`src/z80_bus_pkg.sv`:
```
`default_nettype none

package z80_bus_pkg;

   // ********************
   // Bus cycle kinds
   // ********************
   typedef enum logic [2:0] {
      cyc_none,                                 // Idle or unsupported cycle
      cyc_mem_read,                             // MREQ with RD
      cyc_mem_write,                            // MREQ with WR
      cyc_port_read,                            // IORQ with RD
      cyc_port_write                            // IORQ with WR
   } z80_cycle_e;

   // ********************
   // Widths and filter setup
   // ********************
   localparam int ADDR_W      = 22;             // uCom extended address bus
   localparam int DATA_W      = 8;              // Z80 data bus
   localparam int GPU_ADDR_W  = 20;             // GPU RAM address
   localparam bit USE_Z80_CLK = 1'b1;           // Step filters only on Z80 clock edges
   localparam bit INV_Z80_CLK = 1'b0;           // Swap rising and falling edge sense
   localparam int MEM_FILTER  = 0;              // Extra Z80 edges before memory cycle counts
   localparam int PORT_FILTER = 2;              // Extra Z80 edges before port cycle counts
   localparam int FILTER_W    = 3;              // Filter counter width

   // Level converter direction
   localparam logic DIR_IN  = 1'b0;             // Toward FPGA
   localparam logic DIR_OUT = 1'b1;             // Toward Z80

endpackage

`default_nettype wire

```
`src/gpu_map_pkg.sv`:
```
`default_nettype none

package gpu_map_pkg;

   // ********************
   // Memory window
   // ********************
   localparam logic [2:0]  MEM_BANK       = 3'd2;   // addr[21:19], 512 KB window
   localparam logic [19:0] MEM_SIZE_BYTES = 20'd40960; // GPU RAM plus palette
   localparam bit          BANK_RESPONSE  = 1'b1;   // Answer bank ID queries
   localparam logic [14:0] BANK_ID_ADDR   = '1;     // Compared with addr[18:4]

   // Sixteen byte bank identity string
   localparam logic [7:0] BANK_ID [16] = '{
      8'd9,  8'd3,  8'd71, 8'd80, 8'd85, 8'd32, 8'd69,  8'd80,
      8'd52, 8'd67, 8'd69, 8'd49, 8'd48, 8'd0,  8'd255, 8'd255
   };

   // ********************
   // IO ports
   // ********************
   typedef enum logic [7:0] {
      io_data   = 8'd240,                       // Keyboard character
      io_stat   = 8'd241,                       // Keyboard status
      snd_out   = 8'd242,                       // Speaker enable
      snd_ton   = 8'd244,                       // Sound tone register
      snd_dur   = 8'd245,                       // Sound duration register
      geo_lo    = 8'd246,                       // Geometry unit low byte
      geo_hi    = 8'd247,                       // Geometry unit high byte
      fifo_stat = 8'd248                        // Geometry FIFO status
   } io_port_e;

   localparam logic [7:0] PORT_FIRST = 8'd240;  // Lowest answered port
   localparam logic [7:0] PORT_LAST  = 8'd248;  // Highest answered port

   // Four low samples then four high, oldest in bit 7
   localparam logic [7:0] PS2_RDY_PATTERN = 8'b0000_1111;

endpackage

`default_nettype wire

```
`src/z80_bus_sampler.sv`:
```
`timescale 1ns/1ps
`default_nettype none

module z80_bus_sampler (
   input  wire logic                              GPU_CLK,
   input  wire logic                              arst_n,
   input  wire logic                              z80_clk,
   input  wire logic                              m1_n,
   input  wire logic                              mreq_n,
   input  wire logic                              iorq_n,
   input  wire logic                              rd_n,
   input  wire logic                              wr_n,
   input  wire logic [z80_bus_pkg::ADDR_W-1:0]    z80_addr,
   input  wire logic [z80_bus_pkg::DATA_W-1:0]    z80_wdata,
   output logic      [z80_bus_pkg::ADDR_W-1:0]    addr_q,
   output logic      [z80_bus_pkg::DATA_W-1:0]    wdata_q,
   output logic                                   rd_n_q,
   output logic                                   wr_n_q,
   output logic                                   zclk,
   output logic                                   raw_mem_read,
   output logic                                   raw_mem_write,
   output logic                                   raw_port_read,
   output logic                                   raw_port_write
);

   logic                    m1_n_q, mreq_n_q, iorq_n_q; // Sampled control levels
   logic                    zclk_q, zclk_q2;            // Z80 clock history
   logic                    z_rise;
   z80_bus_pkg::z80_cycle_e cycle;

   // Control strobes idle high
   always_ff @(posedge GPU_CLK or negedge arst_n) begin
      if (!arst_n) begin
         {m1_n_q, mreq_n_q, iorq_n_q, rd_n_q, wr_n_q} <= '1;
         {zclk_q, zclk_q2} <= '0;
      end else begin
         {m1_n_q, mreq_n_q, iorq_n_q} <= {m1_n, mreq_n, iorq_n};
         {rd_n_q, wr_n_q} <= {rd_n, wr_n};
         zclk_q  <= z80_clk;                    // First stage also registers the pin
         zclk_q2 <= zclk_q;
      end
   end

   always_ff @(posedge GPU_CLK) begin
      addr_q  <= z80_addr;                      // Sampled address and write data
      wdata_q <= z80_wdata;
   end

   // Edge sense swaps when the Z80 clock is taken inverted
   assign z_rise = z80_bus_pkg::INV_Z80_CLK ? (~zclk_q & zclk_q2) : (zclk_q & ~zclk_q2);
   assign zclk   = z_rise | ~z80_bus_pkg::USE_Z80_CLK; // Free running when unused

   // ********************
   // Cycle decode
   // ********************
   always_comb begin
      cycle = z80_bus_pkg::cyc_none;           // Opcode fetch falls through here
      if (m1_n_q && !mreq_n_q && iorq_n_q) begin
         if (!rd_n_q && wr_n_q)      cycle = z80_bus_pkg::cyc_mem_read;
         else if (rd_n_q && !wr_n_q) cycle = z80_bus_pkg::cyc_mem_write;
      end else if (m1_n_q && mreq_n_q && !iorq_n_q) begin
         if (!rd_n_q && wr_n_q)      cycle = z80_bus_pkg::cyc_port_read;
         else if (rd_n_q && !wr_n_q) cycle = z80_bus_pkg::cyc_port_write;
      end
   end

   assign raw_mem_read   = (cycle == z80_bus_pkg::cyc_mem_read);
   assign raw_mem_write  = (cycle == z80_bus_pkg::cyc_mem_write);
   assign raw_port_read  = (cycle == z80_bus_pkg::cyc_port_read);
   assign raw_port_write = (cycle == z80_bus_pkg::cyc_port_write);

endmodule

`default_nettype wire

```
`src/z80_cycle_filter.sv`:
```
`timescale 1ns/1ps
`default_nettype none

module z80_cycle_filter #(
   parameter int unsigned FILTER_LEN = 0          // Qualifying zclk pulses before active
) (
   input  wire logic GPU_CLK,
   input  wire logic arst_n,
   input  wire logic zclk,
   input  wire logic raw,
   input  wire logic strobe_n,
   output logic      active,
   output logic      start
);

   localparam logic [z80_bus_pkg::FILTER_W-1:0] LEN = FILTER_LEN[z80_bus_pkg::FILTER_W-1:0];

   logic [z80_bus_pkg::FILTER_W-1:0] cnt;         // Hysteresis counter
   logic                             active_d;    // For the start one-shot

   always_ff @(posedge GPU_CLK or negedge arst_n) begin
      if (!arst_n) begin
         cnt      <= '0;
         active   <= 1'b0;
         active_d <= 1'b0;
      end else begin
         active_d <= active;
         if (strobe_n) begin                      // Strobe released ends the cycle
            cnt    <= '0;
            active <= 1'b0;
         end else if (zclk && raw) begin
            if (cnt != LEN) cnt <= cnt + 1'b1;    // Still settling
            else            active <= 1'b1;
         end
      end
   end

   assign start = active & ~active_d;             // First cycle of active

endmodule

`default_nettype wire

```
`src/z80_mem_port.sv`:
```
`timescale 1ns/1ps
`default_nettype none

module z80_mem_port (
   input  wire logic                                GPU_CLK,
   input  wire logic                                arst_n,
   input  wire logic [z80_bus_pkg::ADDR_W-1:0]      addr_q,
   input  wire logic [z80_bus_pkg::DATA_W-1:0]      wdata_q,
   input  wire logic                                rd_active,
   input  wire logic                                rd_start,
   input  wire logic                                wr_start,
   input  wire logic [z80_bus_pkg::DATA_W-1:0]      gpu_rdata,
   input  wire logic                                gpu_rd_rdy,
   output logic      [z80_bus_pkg::GPU_ADDR_W-1:0]  gpu_addr,
   output logic      [z80_bus_pkg::DATA_W-1:0]      gpu_wdata,
   output logic                                     gpu_wr_ena,
   output logic                                     gpu_rd_req,
   output logic      [z80_bus_pkg::DATA_W-1:0]      mem_rdata,
   output logic                                     mem_rvalid
);

   logic in_bank, in_range, in_id;
   logic rd_pend;                                 // RAM read issued, data not back yet

   // ********************
   // Window decode
   // ********************
   assign in_bank  = (addr_q[21:19] == gpu_map_pkg::MEM_BANK);
   assign in_range = in_bank && ({1'b0, addr_q[18:0]} < gpu_map_pkg::MEM_SIZE_BYTES);
   assign in_id    = in_bank && (addr_q[18:4] == gpu_map_pkg::BANK_ID_ADDR);

   always_ff @(posedge GPU_CLK or negedge arst_n) begin
      if (!arst_n) begin
         gpu_wr_ena <= 1'b0;
         gpu_rd_req <= 1'b0;
         rd_pend    <= 1'b0;
         mem_rvalid <= 1'b0;
      end else begin
         gpu_wr_ena <= wr_start && in_range;      // One cycle each
         gpu_rd_req <= rd_start && in_range;
         if (!rd_active) begin                    // Read over, drop the byte
            rd_pend    <= 1'b0;
            mem_rvalid <= 1'b0;
         end else if (rd_start && in_range) begin
            rd_pend <= 1'b1;
         end else if (rd_pend && gpu_rd_rdy) begin
            rd_pend    <= 1'b0;
            mem_rvalid <= 1'b1;
         end else if (in_bank && !in_range) begin
            mem_rvalid <= 1'b1;                   // Answered locally
         end
      end
   end

   always_ff @(posedge GPU_CLK) begin
      if ((rd_start || wr_start) && in_range) gpu_addr <= addr_q[z80_bus_pkg::GPU_ADDR_W-1:0];
      if (wr_start) gpu_wdata <= wdata_q;
      if (rd_pend && gpu_rd_rdy)              mem_rdata <= gpu_rdata;
      else if (gpu_map_pkg::BANK_RESPONSE && in_id) mem_rdata <= gpu_map_pkg::BANK_ID[addr_q[3:0]];
      else if (in_bank && !in_range)          mem_rdata <= 8'hFF; // Unpopulated bank space
   end

endmodule

`default_nettype wire

```
`src/z80_io_port.sv`:
```
`timescale 1ns/1ps
`default_nettype none

module z80_io_port (
   input  wire logic                             GPU_CLK,
   input  wire logic                             arst_n,
   input  wire logic [z80_bus_pkg::ADDR_W-1:0]   addr_q,
   input  wire logic [z80_bus_pkg::DATA_W-1:0]   wdata_q,
   input  wire logic                             rd_active,
   input  wire logic                             rd_start,
   input  wire logic                             wr_start,
   input  wire logic [7:0]                       ps2_char,
   input  wire logic [7:0]                       ps2_stat,
   input  wire logic [7:0]                       geo_stat_rd,
   output logic                                  spkr_en,
   output logic      [8:0]                       snd_data,
   output logic                                  snd_data_tx,
   output logic      [7:0]                       geo_wr_lo,
   output logic                                  geo_wr_lo_strobe,
   output logic      [7:0]                       geo_wr_hi,
   output logic                                  geo_wr_hi_strobe,
   output logic                                  kbd_read_data,
   output logic      [z80_bus_pkg::DATA_W-1:0]   io_rdata,
   output logic                                  io_rvalid
);

   gpu_map_pkg::io_port_e port;                   // Low address byte
   logic                  in_range;
   logic                  snd_wr;

   assign port     = gpu_map_pkg::io_port_e'(addr_q[7:0]);
   assign in_range = (addr_q[7:0] >= gpu_map_pkg::PORT_FIRST) &&
                     (addr_q[7:0] <= gpu_map_pkg::PORT_LAST);
   assign snd_wr   = wr_start && (port == gpu_map_pkg::snd_ton || port == gpu_map_pkg::snd_dur);
   assign kbd_read_data = rd_start && (port == gpu_map_pkg::io_data); // Clears the latch

   // ********************
   // Write strobes
   // ********************
   always_ff @(posedge GPU_CLK or negedge arst_n) begin
      if (!arst_n) begin
         {spkr_en, snd_data_tx, geo_wr_lo_strobe, geo_wr_hi_strobe} <= '0;
         io_rvalid <= 1'b0;
      end else begin
         spkr_en          <= wr_start && (port == gpu_map_pkg::snd_out);
         snd_data_tx      <= snd_wr;
         geo_wr_lo_strobe <= wr_start && (port == gpu_map_pkg::geo_lo);
         geo_wr_hi_strobe <= wr_start && (port == gpu_map_pkg::geo_hi);
         if (!rd_active)                 io_rvalid <= 1'b0;
         else if (rd_start && in_range)  io_rvalid <= 1'b1;   // Held to end of read
      end
   end

   always_ff @(posedge GPU_CLK) begin
      if (snd_wr) snd_data <= {port == gpu_map_pkg::snd_ton, wdata_q}; // Bit 8 picks tone
      if (wr_start && port == gpu_map_pkg::geo_lo) geo_wr_lo <= wdata_q;
      if (wr_start && port == gpu_map_pkg::geo_hi) geo_wr_hi <= wdata_q;
      if (rd_start) begin
         case (port)
            gpu_map_pkg::io_data:   io_rdata <= ps2_char;
            gpu_map_pkg::io_stat:   io_rdata <= ps2_stat;
            gpu_map_pkg::fifo_stat: io_rdata <= geo_stat_rd;
            default:                io_rdata <= 8'hFF;   // Write-only ports
         endcase
      end
   end

endmodule

`default_nettype wire

```
`src/ps2_key_latch.sv`:
```
`timescale 1ns/1ps
`default_nettype none

module ps2_key_latch (
   input  wire logic       GPU_CLK,
   input  wire logic       arst_n,
   input  wire logic       ps2_rdy,
   input  wire logic [7:0] ps2_dat,
   input  wire logic [7:0] ps2_status,
   input  wire logic       kbd_read_data,
   output logic      [7:0] ps2_char,
   output logic      [7:0] ps2_stat
);

   logic [7:0] rdy_hist;                          // Newest sample in bit 0
   logic       key_ready;

   assign key_ready = (rdy_hist == gpu_map_pkg::PS2_RDY_PATTERN);

   // Status: bit 0 ready, bit 1 break, bits 4..2 keyboard flags
   always_ff @(posedge GPU_CLK or negedge arst_n) begin
      if (!arst_n) begin
         rdy_hist <= '0;
         ps2_char <= '0;
         ps2_stat <= '0;
      end else begin
         rdy_hist <= {rdy_hist[6:0], ps2_rdy};
         if (key_ready) begin                     // New key wins over a read
            ps2_char <= ps2_dat;
            ps2_stat <= {3'b000, ps2_status[2:0], ps2_dat[7], 1'b1};
         end else if (kbd_read_data) begin
            ps2_char    <= '0;                    // Character consumed
            ps2_stat[0] <= 1'b0;
         end
      end
   end

endmodule

`default_nettype wire

```
`src/z80_read_return.sv`:
```
`timescale 1ns/1ps
`default_nettype none

module z80_read_return (
   input  wire logic                             GPU_CLK,
   input  wire logic                             arst_n,
   input  wire logic                             rd_n_q,
   input  wire logic [z80_bus_pkg::DATA_W-1:0]   mem_rdata,
   input  wire logic                             mem_rvalid,
   input  wire logic [z80_bus_pkg::DATA_W-1:0]   io_rdata,
   input  wire logic                             io_rvalid,
   output logic      [z80_bus_pkg::DATA_W-1:0]   rdata,
   output logic                                  rdata_ena,
   output logic                                  data_dir
);

   logic [z80_bus_pkg::DATA_W-1:0] drv_data, drv_data_r; // Drive register, retime stage
   logic                           drv_ena,  drv_ena_r;
   logic                           drv_dir,  drv_dir_r;

   always_ff @(posedge GPU_CLK or negedge arst_n) begin
      if (!arst_n) begin
         {drv_ena, drv_ena_r, rdata_ena} <= '0;
         {drv_dir, drv_dir_r, data_dir}  <= {3{z80_bus_pkg::DIR_IN}};
      end else begin
         if (rd_n_q) begin                        // Z80 done reading, release bus
            drv_ena <= 1'b0;
            drv_dir <= z80_bus_pkg::DIR_IN;
         end else if (mem_rvalid || io_rvalid) begin
            drv_ena <= 1'b1;
            drv_dir <= z80_bus_pkg::DIR_OUT;
         end
         drv_ena_r <= drv_ena;                    // Two stages toward slow Z80 pins
         rdata_ena <= drv_ena_r;
         drv_dir_r <= drv_dir;
         data_dir  <= drv_dir_r;
      end
   end

   // ********************
   // Data path
   // ********************
   always_ff @(posedge GPU_CLK) begin
      if (!rd_n_q && mem_rvalid)     drv_data <= mem_rdata;
      else if (!rd_n_q && io_rvalid) drv_data <= io_rdata;
      drv_data_r <= drv_data;
      rdata      <= drv_data_r;
   end

endmodule

`default_nettype wire

```
`src/z80_bridge.sv`:
```
`timescale 1ns/1ps
`default_nettype none

module z80_bridge (
   input  wire logic                                GPU_CLK,
   input  wire logic                                arst_n,
   input  wire logic                                z80_clk,
   input  wire logic                                m1_n,
   input  wire logic                                mreq_n,
   input  wire logic                                iorq_n,
   input  wire logic                                rd_n,
   input  wire logic                                wr_n,
   input  wire logic [z80_bus_pkg::ADDR_W-1:0]      z80_addr,
   input  wire logic [z80_bus_pkg::DATA_W-1:0]      z80_wdata,
   input  wire logic [z80_bus_pkg::DATA_W-1:0]      gpu_rdata,
   input  wire logic                                gpu_rd_rdy,
   input  wire logic                                ps2_rdy,
   input  wire logic [7:0]                          ps2_dat,
   input  wire logic [7:0]                          ps2_status,
   input  wire logic [7:0]                          geo_stat_rd,
   output logic      [z80_bus_pkg::GPU_ADDR_W-1:0]  gpu_addr,
   output logic      [z80_bus_pkg::DATA_W-1:0]      gpu_wdata,
   output logic                                     gpu_wr_ena,
   output logic                                     gpu_rd_req,
   output logic                                     spkr_en,
   output logic      [8:0]                          snd_data,
   output logic                                     snd_data_tx,
   output logic      [7:0]                          geo_wr_lo,
   output logic                                     geo_wr_lo_strobe,
   output logic      [7:0]                          geo_wr_hi,
   output logic                                     geo_wr_hi_strobe,
   output logic      [z80_bus_pkg::DATA_W-1:0]      rdata,
   output logic                                     rdata_ena,
   output logic                                     data_dir
);

   logic [z80_bus_pkg::ADDR_W-1:0] addr_q;
   logic [z80_bus_pkg::DATA_W-1:0] wdata_q, mem_rdata, io_rdata;
   logic                           rd_n_q, wr_n_q, zclk;
   logic raw_mem_read, raw_mem_write, raw_port_read, raw_port_write;
   logic mem_rd_active, mem_rd_start, mem_wr_start;   // Memory filter results
   logic port_rd_active, port_rd_start, port_wr_start; // Port filter results
   logic mem_rvalid, io_rvalid, kbd_read_data;
   logic [7:0] ps2_char, ps2_stat;

   z80_bus_sampler u_sampler (.*);

   // ********************
   // Cycle filters
   // ********************
   z80_cycle_filter #(.FILTER_LEN(z80_bus_pkg::MEM_FILTER)) u_mem_rd_filter (
      .GPU_CLK, .arst_n, .zclk, .raw(raw_mem_read), .strobe_n(rd_n_q),
      .active(mem_rd_active), .start(mem_rd_start));
   z80_cycle_filter #(.FILTER_LEN(z80_bus_pkg::MEM_FILTER)) u_mem_wr_filter (
      .GPU_CLK, .arst_n, .zclk, .raw(raw_mem_write), .strobe_n(wr_n_q),
      .active(), .start(mem_wr_start));             // Writes act on the start only
   z80_cycle_filter #(.FILTER_LEN(z80_bus_pkg::PORT_FILTER)) u_port_rd_filter (
      .GPU_CLK, .arst_n, .zclk, .raw(raw_port_read), .strobe_n(rd_n_q),
      .active(port_rd_active), .start(port_rd_start));
   z80_cycle_filter #(.FILTER_LEN(z80_bus_pkg::PORT_FILTER)) u_port_wr_filter (
      .GPU_CLK, .arst_n, .zclk, .raw(raw_port_write), .strobe_n(wr_n_q),
      .active(), .start(port_wr_start));

   z80_mem_port u_mem_port (
      .GPU_CLK, .arst_n, .addr_q, .wdata_q, .rd_active(mem_rd_active),
      .rd_start(mem_rd_start), .wr_start(mem_wr_start), .gpu_rdata, .gpu_rd_rdy,
      .gpu_addr, .gpu_wdata, .gpu_wr_ena, .gpu_rd_req, .mem_rdata, .mem_rvalid);

   z80_io_port u_io_port (
      .GPU_CLK, .arst_n, .addr_q, .wdata_q, .rd_active(port_rd_active),
      .rd_start(port_rd_start), .wr_start(port_wr_start), .ps2_char, .ps2_stat,
      .geo_stat_rd, .spkr_en, .snd_data, .snd_data_tx, .geo_wr_lo, .geo_wr_lo_strobe,
      .geo_wr_hi, .geo_wr_hi_strobe, .kbd_read_data, .io_rdata, .io_rvalid);

   ps2_key_latch u_key_latch (.*);

   z80_read_return u_read_return (.*);             // Both sources share one drive path

endmodule

`default_nettype wire

```
`config.mk`:
```
export PLATFORM = sky130hd
export DESIGN_NAME = z80_bridge
export DESIGN_NICKNAME = d
export VERILOG_FILES = /design/src/z80_bus_pkg.sv /design/src/gpu_map_pkg.sv /design/src/z80_bus_sampler.sv /design/src/z80_cycle_filter.sv /design/src/z80_mem_port.sv /design/src/z80_io_port.sv /design/src/ps2_key_latch.sv /design/src/z80_read_return.sv /design/src/z80_bridge.sv
export SDC_FILE = /design/constraint.sdc
export NUM_CORES = 1
export LEC_CHECK = 0
export ABC_AREA = 1
export BUFFER_PORTS_ARGS = -buffer_cell sky130_fd_sc_hd__buf_2
export CAP_MARGIN = 20
export CELL_PAD_IN_SITES_DETAIL_PLACEMENT = 1
export CELL_PAD_IN_SITES_GLOBAL_PLACEMENT = 1
export CORE_MARGIN = 4
export CORE_UTILIZATION = 30
export CTS_CLUSTER_SIZE = 40
export DETAILED_ROUTE_END_ITERATION = 12
export GPL_ROUTABILITY_DRIVEN = 0
export PLACE_DENSITY = 0.67
export SYNTH_ARGS = -nofsm -noshare
export SYNTH_HDL_FRONTEND = slang
export SYNTH_SLANG_ARGS = --single-unit
```
`constraint.sdc`:
```
create_clock -name GPU_CLK -period 3.2 [get_ports GPU_CLK]
set_input_delay 0.32 -clock GPU_CLK [delete_from_list [all_inputs] [get_ports GPU_CLK]]
set_output_delay 0.32 -clock GPU_CLK [all_outputs]
set_load 0.1 [all_outputs]
```
==> impl_metrics.py, run 1 <==
metrics = {
    "sta": {
        "hold_violations": 0,
        "maxSlewHeadroom_pct": 59.0,
        "rsz0062_at_grt": "no",
        "fin_setup_tns_ns": 0,
        "setup_viol": 0,
        "fmax_mhz": 536,
        "timing.final.max_slew_violations": 0,
        "worst_pin_slew_ns": 0.609,
        "finalClockSkew_ns": 0.0104,
        "fin_crit_ns": 1.87,
        "min_period_over_period_pct": 58.3,
    },
    "cells_and_area": {
        "top_register": "u_sampler.addr_q",
        "multi_input_area_um2": 1540,
        "fin_area_um2": 8550,
        "area_growth_pct": 31.2,
        "nets": 816,
        "seq_area_um2": 4740,
        "drive_above_1_share_pct": 28.4,
        "largest_registers": "u_sampler.addr_q x22, u_mem_port.gpu_addr x20, u_io_port.snd_data x9",
        "diodes": 0,
        "fill_cells": 2357,
        "final_cells": 1018,
        "largest_reg_flops": 22,
    },
    "route": {
        "final_antenna_net_count": 0,
        "drc_errors": 0,
        "via_count": 4386,
        "wire_per_inst_um": 14.8,
        "wl_um": 15000,
        "via_per_inst": 4.31,
        "drtIter0Drc": 209,
        "first_pass_iters": 4,
    },
    "placed_design": {
        "place_inst": 946,
        "port_buffers": 135,
        "dpl-instance-area_um2": 7560,
        "dp.final_hpwl_um": 11000,
    },
    "die": {
        "core.rowCount": 53,
        "dieHeight_um": 155,
        "dieArea_um2": 24100,
        "ios": 141,
        "die_w_um": 155,
        "start_util_pct": 30.7,
        "coreArea_um2": 21200,
    },
    "power": {
        "ir_worst_vdd_mv": 0.331,
        "p_total_uw": 4770,
        "powerDensity_nw_per_um2": 557,
        "clockPowerShare_pct": 42.5,
        "sw_frac_of_total_pct": 23.7,
        "leakage_uw": 0.00379,
        "pwr-share-comb_pct": 4.2,
        "p_int_uw": 3630,
        "p_switching_uw": 1130,
        "seq_power_share_pct": 53.3,
    },
    "clock_tree": {
        "clk_path_buf_depth": 2,
        "path_clk_slew_ns": 0.07,
        "clock_sinks": 183,
        "cts_buffers": 17,
        "insertion_delay_ns": 0.42,
        "cts_tree": "built",
        "cts_resized": 0,
        "cts_root_buffer": "clkbuf_16",
        "htreeDepth": 4,
    },
    "synth": {
        "synth_top_area_cell": "edfxtp_1",
        "netlist_top_cells_area": "edfxtp_1 (35%), dfrtp_1 (21%), dfxtp_1 (14%)",
        "syn_nets": 621,
        "synth.distinct_cells": 36,
        "avgSynthCellArea_um2": 12.2,
        "yosysWarnings": 0,
        "synth-seq-cells": 183,
        "synth_top_area_share_pct": 35.5,
        "netlist_instances": 535,
        "synth-seq-area-share_pct": 72.8,
        "syn-cell-area_um2": 6510,
    },
    "critical_path": {
        "crit_type": "flip-flop to flip-flop",
        "cp.required_ns": 3.36,
        "crit_path_max_fanout": 11,
        "crit_start": "u_sampler.addr_q[2]",
        "worstPathCellList": "nor2_2 > nand2_2 > nor2_8 > nand3b_4 > nand3b_1",
        "arrival_ns": 2.03,
        "worst_path_largest_cell_delay_ns": 0.45,
        "start_kind": "flip-flop",
        "end_kind": "flip-flop",
        "r2r-start": "u_sampler.addr_q[2]",
        "cp_slowest_cell": "nor2_2",
    },
    "grt": {
        "grt_pass1_wl_um": 24300,
        "grt_max_degree": 45,
        "grt_usage_pct": 12.8,
        "antenna_found_initial": 0,
        "grt_pass1_vias": 4668,
        "grt.overflow.total": 0,
    },
    "min_path": {
        "hold_start": "ps2_dat[0]",
        "hp-class": "input pin to flip-flop",
    },
    "flow_run": {
        "cap_violations": 0,
    },
    "outcome": {
        "status": "complete, no violations",
    },
}
final timing paths:
check                                           to  slack, ns  depth (start not counted)
max                          u_io_port.io_rdata[4]       1.33                          5
min                        u_key_latch.ps2_char[0]       0.12                          3
max reg2reg                  u_io_port.io_rdata[4]       1.33                          5
min reg2reg                 u_read_return.rdata[5]       0.33                          0
max in group asynchronous       u_sampler.mreq_n_q       2.21                          4
min in group asynchronous  u_key_latch.ps2_char[0]       0.26                          2
cell families (layout without fill, tap and decap cells):
logic type      count (synthesis)  count (layout)  synth area share [%]
fa+ha+maj                      14              14                  2.69
compound gates                 29              29                  2.38
flops                         183             183                  72.8
buf+inv                        60             268                  3.78
simple gates                  238             238                  16.6
xor+xnor                        3               3                 0.403
mux                             8               8                  1.38
placed cells by master, fill, tap and decap left out, drive strengths merged:
master       count
mux2             8
nand2          107
dlygate4sd3     38
clkinv           8
o211ai           1
nor2            67
and2             1
xnor2            1
ha              14
inv             59
clkbuf          18
a211oi           1
dfxtp           46
a21oi            7
and2b            1
clkinvlp         1
edfxtp          77
xor2             2
buf            144
dfrtp           55
o21ai           19
nand4           12
nor3             5
nand3           40
o22ai            1
nor4             1
dfstp            5
nand3b           4
critical path: cells and delay by family, from the launching register on:
family	cells	cell delay, ns
flip-flops	1	0.43
AND/OR/NAND/NOR	5	1.18
per-stage QoR:
step           setup WS (ns)  utilization, %  hold slack, ns
2_1_floorplan          0.408               -          0.0244
3_3_place_gp            1.33            35.6           0.313
3_5_place_dp            1.32            35.6           0.313
4_1_cts                 1.32            40.1        0.000828
5_1_grt                 1.12            40.3           0.127
6_report                1.33            40.3           0.120
synthesized netlist by cell type:
cell type  instances
xor2_1             2
nor2_8             1
buf_4              5
a21oi_1            7
and2_1             1
edfxtp_1          77
clkinv_2           1
nand4_1           12
o21ai_0           12
o211ai_1           1
o22ai_1            1
and2b_1            1
a211oi_1           1
o21ai_2            1
xnor2_1            1
inv_1             50
nand3b_4           1
dfxtp_1           46
o21ai_1            6
inv_2              2
nand3b_1           3
dfrtp_1           55
ha_1              14
nor3_1             5
clkbuf_1           1
nand3_1           39
nand2_1          102
nand3_2            1
buf_2              1
nor2_1            60
mux2_2             8
nand2_2            5
dfstp_2            5
nor2_4             2
nor2_2             4
nor4_2             1
final cells by class:
class / count / area share, %
timing repair buffer: 183 / 13.4
tap: 275 / 4.02
multi-input combinational: 292 / 18.0
inverter: 53 / 2.34
clock buffer: 17 / 4.98
sequential: 183 / 55.5
clock inverter: 15 / 1.86
power groups by stage:
stage / sequential (uW) / clock (uW) / combinational, uW
after global placement: 2590 / 0 / 161
after global routing: 2550 / 2200 / 229
after detailed placement: 2590 / 0 / 165
final: 2540 / 2020 / 200
after CTS: 2540 / 2100 / 199
after floorplan: 2580 / 0 / 77.7
timing repair:
item	in CTS	in global routing
setup endpoints to repair	0	0
hold endpoints to repair	36	34
hold buffers	36	2
buffers inserted	0	0
layer usage:
metal  vias to the layer above  track usage (%)  part of all wire, %
li1                       2166                -                    -
met1                      2120             15.7                   43
met2                        92             22.7                   52
met3                         8             3.39                  4.7
met4                         0             2.75                 0.29
met5                         -                0                    0
No activity file was read; power rests on OpenSTA's default activity.
==> run 2: changes to the inputs <==
==> constraint.sdc (replaced) <==
create_clock -name GPU_CLK -period 1.87 [get_ports GPU_CLK]
set_input_delay 0.187 -clock GPU_CLK [delete_from_list [all_inputs] [get_ports GPU_CLK]]
set_output_delay 0.187 -clock GPU_CLK [all_outputs]
set_load 0.1 [all_outputs]
==> impl_metrics.py, run 2 (synthesized netlist as in run 1, its figures left out) <==
metrics = {
    "placed_design": {
        "dp.final_hpwl_um": 11300,
        "dpl-instance-area_um2": 7660,
        "port_buffers": 135,
    },
    "critical_path": {
        "endpoint": "u_mem_port.gpu_addr[15]",
        "end_kind": "flip-flop",
        "worstPathCellList": "nor2_1 > nand2_1 > nor2_1 > nand3_1 > o21ai_4",
        "crit_top_cell": "nor2_1",
        "start_kind": "flip-flop",
        "arrival_ns": 1.74,
        "cp_slowest_cell": "nand3_1",
        "crit_path_max_fanout": 10,
        "worst_path_largest_cell_delay_ns": 0.34,
        "reg2reg_setup_slack_ns": 0.21,
        "reg2reg_to": "u_mem_port.gpu_addr[15]",
        "worst_r2r_path_depth": 5,
        "cp.required_ns": 1.95,
        "r2r-start": "u_sampler.addr_q[17]",
        "crit_start": "u_sampler.addr_q[17]",
        "crit_type": "flip-flop to flip-flop",
    },
    "clock_tree": {
        "insertion_delay_ns": 0.43,
        "path_clk_slew_ns": 0.07,
        "clk_path_buf_depth": 2,
        "cts_buffers": 17,
        "cts_root_buffer": "clkbuf_16",
        "clock_sinks": 183,
        "cts_tree": "built",
        "htreeDepth": 4,
    },
    "sta": {
        "hold_violations": 0,
        "worst_pin_slew_ns": 0.668,
        "setup_viol": 0,
        "rsz0062_at_grt": "no",
        "maxSlewHeadroom_pct": 55.1,
        "finalClockSkew_ns": 0.0106,
        "timing.final.max_slew_violations": 0,
        "fin_crit_ns": 1.66,
        "fmax_mhz": 603,
        "min_period_over_period_pct": 88.7,
        "fin_setup_tns_ns": 0,
    },
    "die": {
        "dieArea_um2": 24100,
        "core.rowCount": 53,
        "coreArea_um2": 21200,
        "die_w_um": 155,
        "ios": 141,
        "dieHeight_um": 155,
        "start_util_pct": 30.7,
    },
    "cells_and_area": {
        "largest_registers": "u_sampler.addr_q x22, u_mem_port.gpu_addr x20, u_io_port.snd_data x9",
        "layout_common_cells": "buf_2 (135), nand2_1 (102), edfxtp_1 (77)",
        "top_register": "u_sampler.addr_q",
        "drive_above_1_share_pct": 29.2,
        "fin_area_um2": 8710,
        "largest_reg_flops": 22,
        "layout_commonest_cell": "buf_2",
        "area_growth_pct": 33.7,
        "nets": 833,
        "diodes": 0,
    },
    "grt": {
        "grt_pass1_vias": 4709,
        "top_usage_layer": "met2",
        "grt.overflow.total": 0,
        "antenna_found_initial": 0,
        "grt_util_met2_pct": 22.8,
        "use_met3_pct": 2.87,
        "grt_max_degree": 28,
        "grt_usage_pct": 13.1,
        "grt_pass1_wl_um": 24800,
        "use_met1_pct": 16.5,
    },
    "power": {
        "leakage_uw": 0.00388,
        "pwr-share-comb_pct": 4.5,
        "p_switching_uw": 1960,
        "clockPowerShare_pct": 42.5,
        "ir_worst_vdd_mv": 0.527,
        "sw_frac_of_total_pct": 23.9,
        "powerDensity_nw_per_um2": 942,
        "p_int_uw": 6240,
        "seq_power_share_pct": 52.9,
    },
    "route": {
        "drc_errors": 0,
        "final_antenna_net_count": 0,
        "via_per_inst": 4.28,
        "wl_um": 15600,
        "via_count": 4425,
        "drtIter0Drc": 167,
        "first_pass_iters": 4,
        "wire_per_inst_um": 15.1,
    },
    "outcome": {
        "status": "complete, no violations",
    },
    "flow_run": {
        "cap_violations": 0,
    },
    "min_path": {
        "hp-class": "input pin to flip-flop",
    },
}
[run 2: critical path, delay by kind of cell, from the launching register on]
kind	cells	cell delay (ns)
flip-flops	1	0.33
AO/OA/AOI/OAI	1	0.30
AND/OR/NAND/NOR	4	0.68
[run 2: metal layers]
metal | up-vias | wire length (um)
met3 | 13 | 751
met5 | - | 0
met2 | 99 | 7950
met1 | 2113 | 6780
li1 | 2200 | -
met4 | 0 | 159
[run 2: cell type report]
cell class / instances / area [um^2]
timing repair buffer: 199 / 1280
clock buffer: 17 / 425
tap: 275 / 344
inverter: 53 / 200
clock inverter: 15 / 158
sequential: 183 / 4740
multi-input combinational: 293 / 1560
fill: 2343 / 12500
[run 2: power groups by stage]
stage / Clock, uW / Combinational [uW] / Sequential [uW]
4_1_cts: 3620 / 378 / 4340
3_3_place_gp: 0 / 298 / 4420
6_report: 3490 / 373 / 4340
3_5_place_dp: 0 / 305 / 4430
2_1_floorplan: 0 / 134 / 4420
5_1_grt: 3780 / 423 / 4350
[run 2: worst min-delay path by stage]
| stage | start | end | slack, ns | cells after the start |
|---|---|---|---|---|
| final | ps2_dat[4] | u_key_latch.ps2_char[4] | 0.02 | 3 |
| after global routing | ps2_status[0] | u_key_latch.ps2_stat[2] | 0.01 | 3 |
| after CTS | ps2_status[2] | u_key_latch.ps2_stat[4] | 0.004 | 3 |
| after detailed placement | arst_n | u_key_latch.rdy_hist[3] | 0.24 | 1 |
| after global placement | arst_n | u_key_latch.ps2_stat[2] | 0.22 | 1 |
| after floorplan | arst_n | u_io_port.geo_wr_hi_strobe | -0.11 | 0 |
[run 2: timing repair]
item,in CTS,in global routing
setup endpoints to repair,0,21
endpoints found under the hold margin,65,0
setup buffers,0,0
hold buffers,45,0
resized for setup,0,2
[run 2: per-stage QoR]
step	worst slack, ns	power, uW	hold WS (ns)	cells	util (%)
after global placement	0.166	4720	0.222	957	36.1
after CTS	0.0791	8330	0.00432	1034	41.0
final	0.210	8200	0.0181	1035	41.0
after global routing	0.0219	8560	0.0120	1035	41.0
after floorplan	0.108	4550	-0.109	535	-
after detailed placement	0.105	4730	0.237	957	36.1
==> run 3: changes to the inputs <==
--- a/config.mk
+++ b/config.mk
@@ -16,6 +16,7 @@
 export DETAILED_ROUTE_END_ITERATION = 12
 export GPL_ROUTABILITY_DRIVEN = 0
 export PLACE_DENSITY = 0.67
+export SETUP_SLACK_MARGIN = 0.3
 export SYNTH_ARGS = -nofsm -noshare
 export SYNTH_HDL_FRONTEND = slang
 export SYNTH_SLANG_ARGS = --single-unit
==> impl_metrics.py, run 3 (synthesized netlist as in run 1, its figures left out) <==
metrics = {
    "die": {
        "dieHeight_um": 155,
        "start_util_pct": 30.7,
        "core.rowCount": 53,
        "ios": 141,
        "dieArea_um2": 24100,
        "die_w_um": 155,
        "coreArea_um2": 21200,
    },
    "cells_and_area": {
        "area_growth_pct": 36.2,
        "largest_reg_flops": 22,
        "largest_registers": "u_sampler.addr_q x22, u_mem_port.gpu_addr x20, u_io_port.snd_data x9",
        "fill_cells": 2368,
        "top_register": "u_sampler.addr_q",
        "nets": 836,
        "fin_area_um2": 8870,
        "layout_commonest_cell": "buf_2",
        "diodes": 0,
        "final_cells": 1038,
        "layout_common_cells": "buf_2 (135), nand2_1 (99), edfxtp_1 (77)",
        "drive_above_1_share_pct": 32.6,
    },
    "route": {
        "final_antenna_net_count": 0,
        "met2_length_um": 7870,
        "first_pass_iters": 4,
        "top_layer_used": "met4",
        "drc_errors": 0,
        "wire_per_inst_um": 15.0,
        "via_per_inst": 4.24,
        "wl_met1_um": 6710,
        "drtIter0Drc": 201,
        "via_count": 4405,
        "dr_wl_met3_um": 792,
        "wl_um": 15600,
    },
    "min_path": {
        "hold-path-cell-count": 3,
        "hp-class": "input pin to flip-flop",
    },
    "critical_path": {
        "crit_type": "flip-flop to flip-flop",
        "arrival_ns": 1.63,
        "cp_slowest_cell": "dfxtp_4",
        "cp_num_cells": 6,
        "start_kind": "flip-flop",
        "worst_r2r_path_depth": 6,
        "worst_path_largest_cell_delay_ns": 0.36,
        "end_kind": "flip-flop",
        "cp.required_ns": 2.00,
        "crit_buf_inv": 3,
        "worstPathCellList": "inv_1 > buf_4 > ha_1 > nand3_1 > nor2_2 > buf_4",
        "critPathTopFamily": "buffers and inverters",
        "crit_path_max_fanout": 9,
        "crit_top_cell": "buf_4",
    },
    "grt": {
        "grt_max_degree": 61,
        "grt.overflow.total": 0,
        "grt_pass1_vias": 4784,
        "grt_pass1_wl_um": 24900,
        "grt_usage_pct": 13.3,
        "antenna_found_initial": 0,
    },
    "clock_tree": {
        "path_clk_slew_ns": 0.07,
        "cts_root_buffer": "clkbuf_16",
        "insertion_delay_ns": 0.43,
        "cts_buffers": 17,
        "cts_tree": "built",
        "clk_path_buf_depth": 2,
        "htreeDepth": 4,
        "clock_sinks": 183,
    },
    "power": {
        "powerDensity_nw_per_um2": 932,
        "leakage_uw": 0.00392,
        "ir_worst_vdd_mv": 0.549,
    },
    "sta": {
        "worst_pin_slew_ns": 0.563,
        "min_period_over_period_pct": 80.2,
        "rsz0062_at_grt": "yes",
        "fmax_mhz": 667,
        "finalClockSkew_ns": 0.0133,
        "fin_crit_ns": 1.50,
        "hold_violations": 0,
        "maxSlewHeadroom_pct": 62.2,
        "setup_viol": 0,
        "fin_setup_tns_ns": 0,
        "fin_ws_ns": 0.370,
        "timing.final.max_slew_violations": 0,
    },
    "placed_design": {
        "place_inst": 956,
        "dpl-instance-area_um2": 7680,
        "dp.final_hpwl_um": 11300,
        "port_buffers": 135,
        "pre_cts_slack_ns": 0.0440,
    },
    "flow_run": {
        "cap_violations": 0,
    },
    "outcome": {
        "status": "complete, no violations",
    },
}
run 3: cell count changes in the layout (fill, tap and decap cells not counted), sizes merged:
cell         before  now
buf             154  158
clkbuf           17   19
dlygate4sd3      45   44
inv              61   59
run 3: per-layer routing:
metal | vias to the layer above | track usage (%)
li1 | 2202 | -
met1 | 2096 | 16.1
met2 | 96 | 22.9
met3 | 11 | 3.89
met4 | 0 | 3.83
met5 | - | 0
run 3: path summary, 6_finish.rpt:
check	startpoint	end	slack, ns
setup / recovery	u_sampler.addr_q[0]	u_io_port.geo_wr_lo[0]	0.37
hold / removal	ps2_status[1]	u_key_latch.ps2_stat[3]	0.02
setup reg to reg	u_sampler.addr_q[0]	u_io_port.geo_wr_lo[0]	0.37
hold reg to reg	u_read_return.drv_data_r[3]	u_read_return.rdata[3]	0.32
max in group asynchronous	arst_n	u_sampler.rd_n_q	1.26
min in group asynchronous	arst_n	u_mem_port.gpu_wr_ena	0.29
run 3: timing repair:
action / 4_1_cts / 5_1_grt
cloned: 1 / 0
endpoints found under the setup margin: 53 / 57
setup buffers: 4 / 1
hold buffers: 44 / 0
pin swaps: 2 / 2
endpoints found under the hold margin: 98 / 0
gates resized for setup: 8 / 19
run 3: where the power goes:
part           switching [uW]  total (uW)  internal, uW
Combinational             200         386           186
Clock                    1670        3540          1870
Sequential               72.4        4340          4270
Total                    1950        8270          6320
run 3: worst register-to-register path: cells and delay by family, from the launching register on:
kind                       cells  cell delay (ns)
DFF                            1             0.36
adders and majority gates      1             0.17
and+or+nand+nor                2             0.21
buffers and inverters          3             0.45
run 3: area by class of cell:
class,instances,area (um^2),area share [%]
clock inverters,13,144,1.62
inverters,53,200,2.26
multi-input cells,293,1650,18.6
repair buffers,202,1330,14.9
well taps,275,344,3.88
clock buffers,19,454,5.12
flip-flops and latches,183,4750,53.6
run 3: through the flow:
| step | power (uW) | util, % | hold WS, ns |
|---|---|---|---|
| final | 8270 | 41.8 | 0.0209 |
| after floorplan | 4550 | - | -0.109 |
| after detailed placement | 4730 | 36.2 | 0.230 |
| after global placement | 4720 | 36.2 | 0.229 |
| after global routing | 8630 | 41.8 | 0.00428 |
| after CTS | 8380 | 41.5 | 0.00724 |
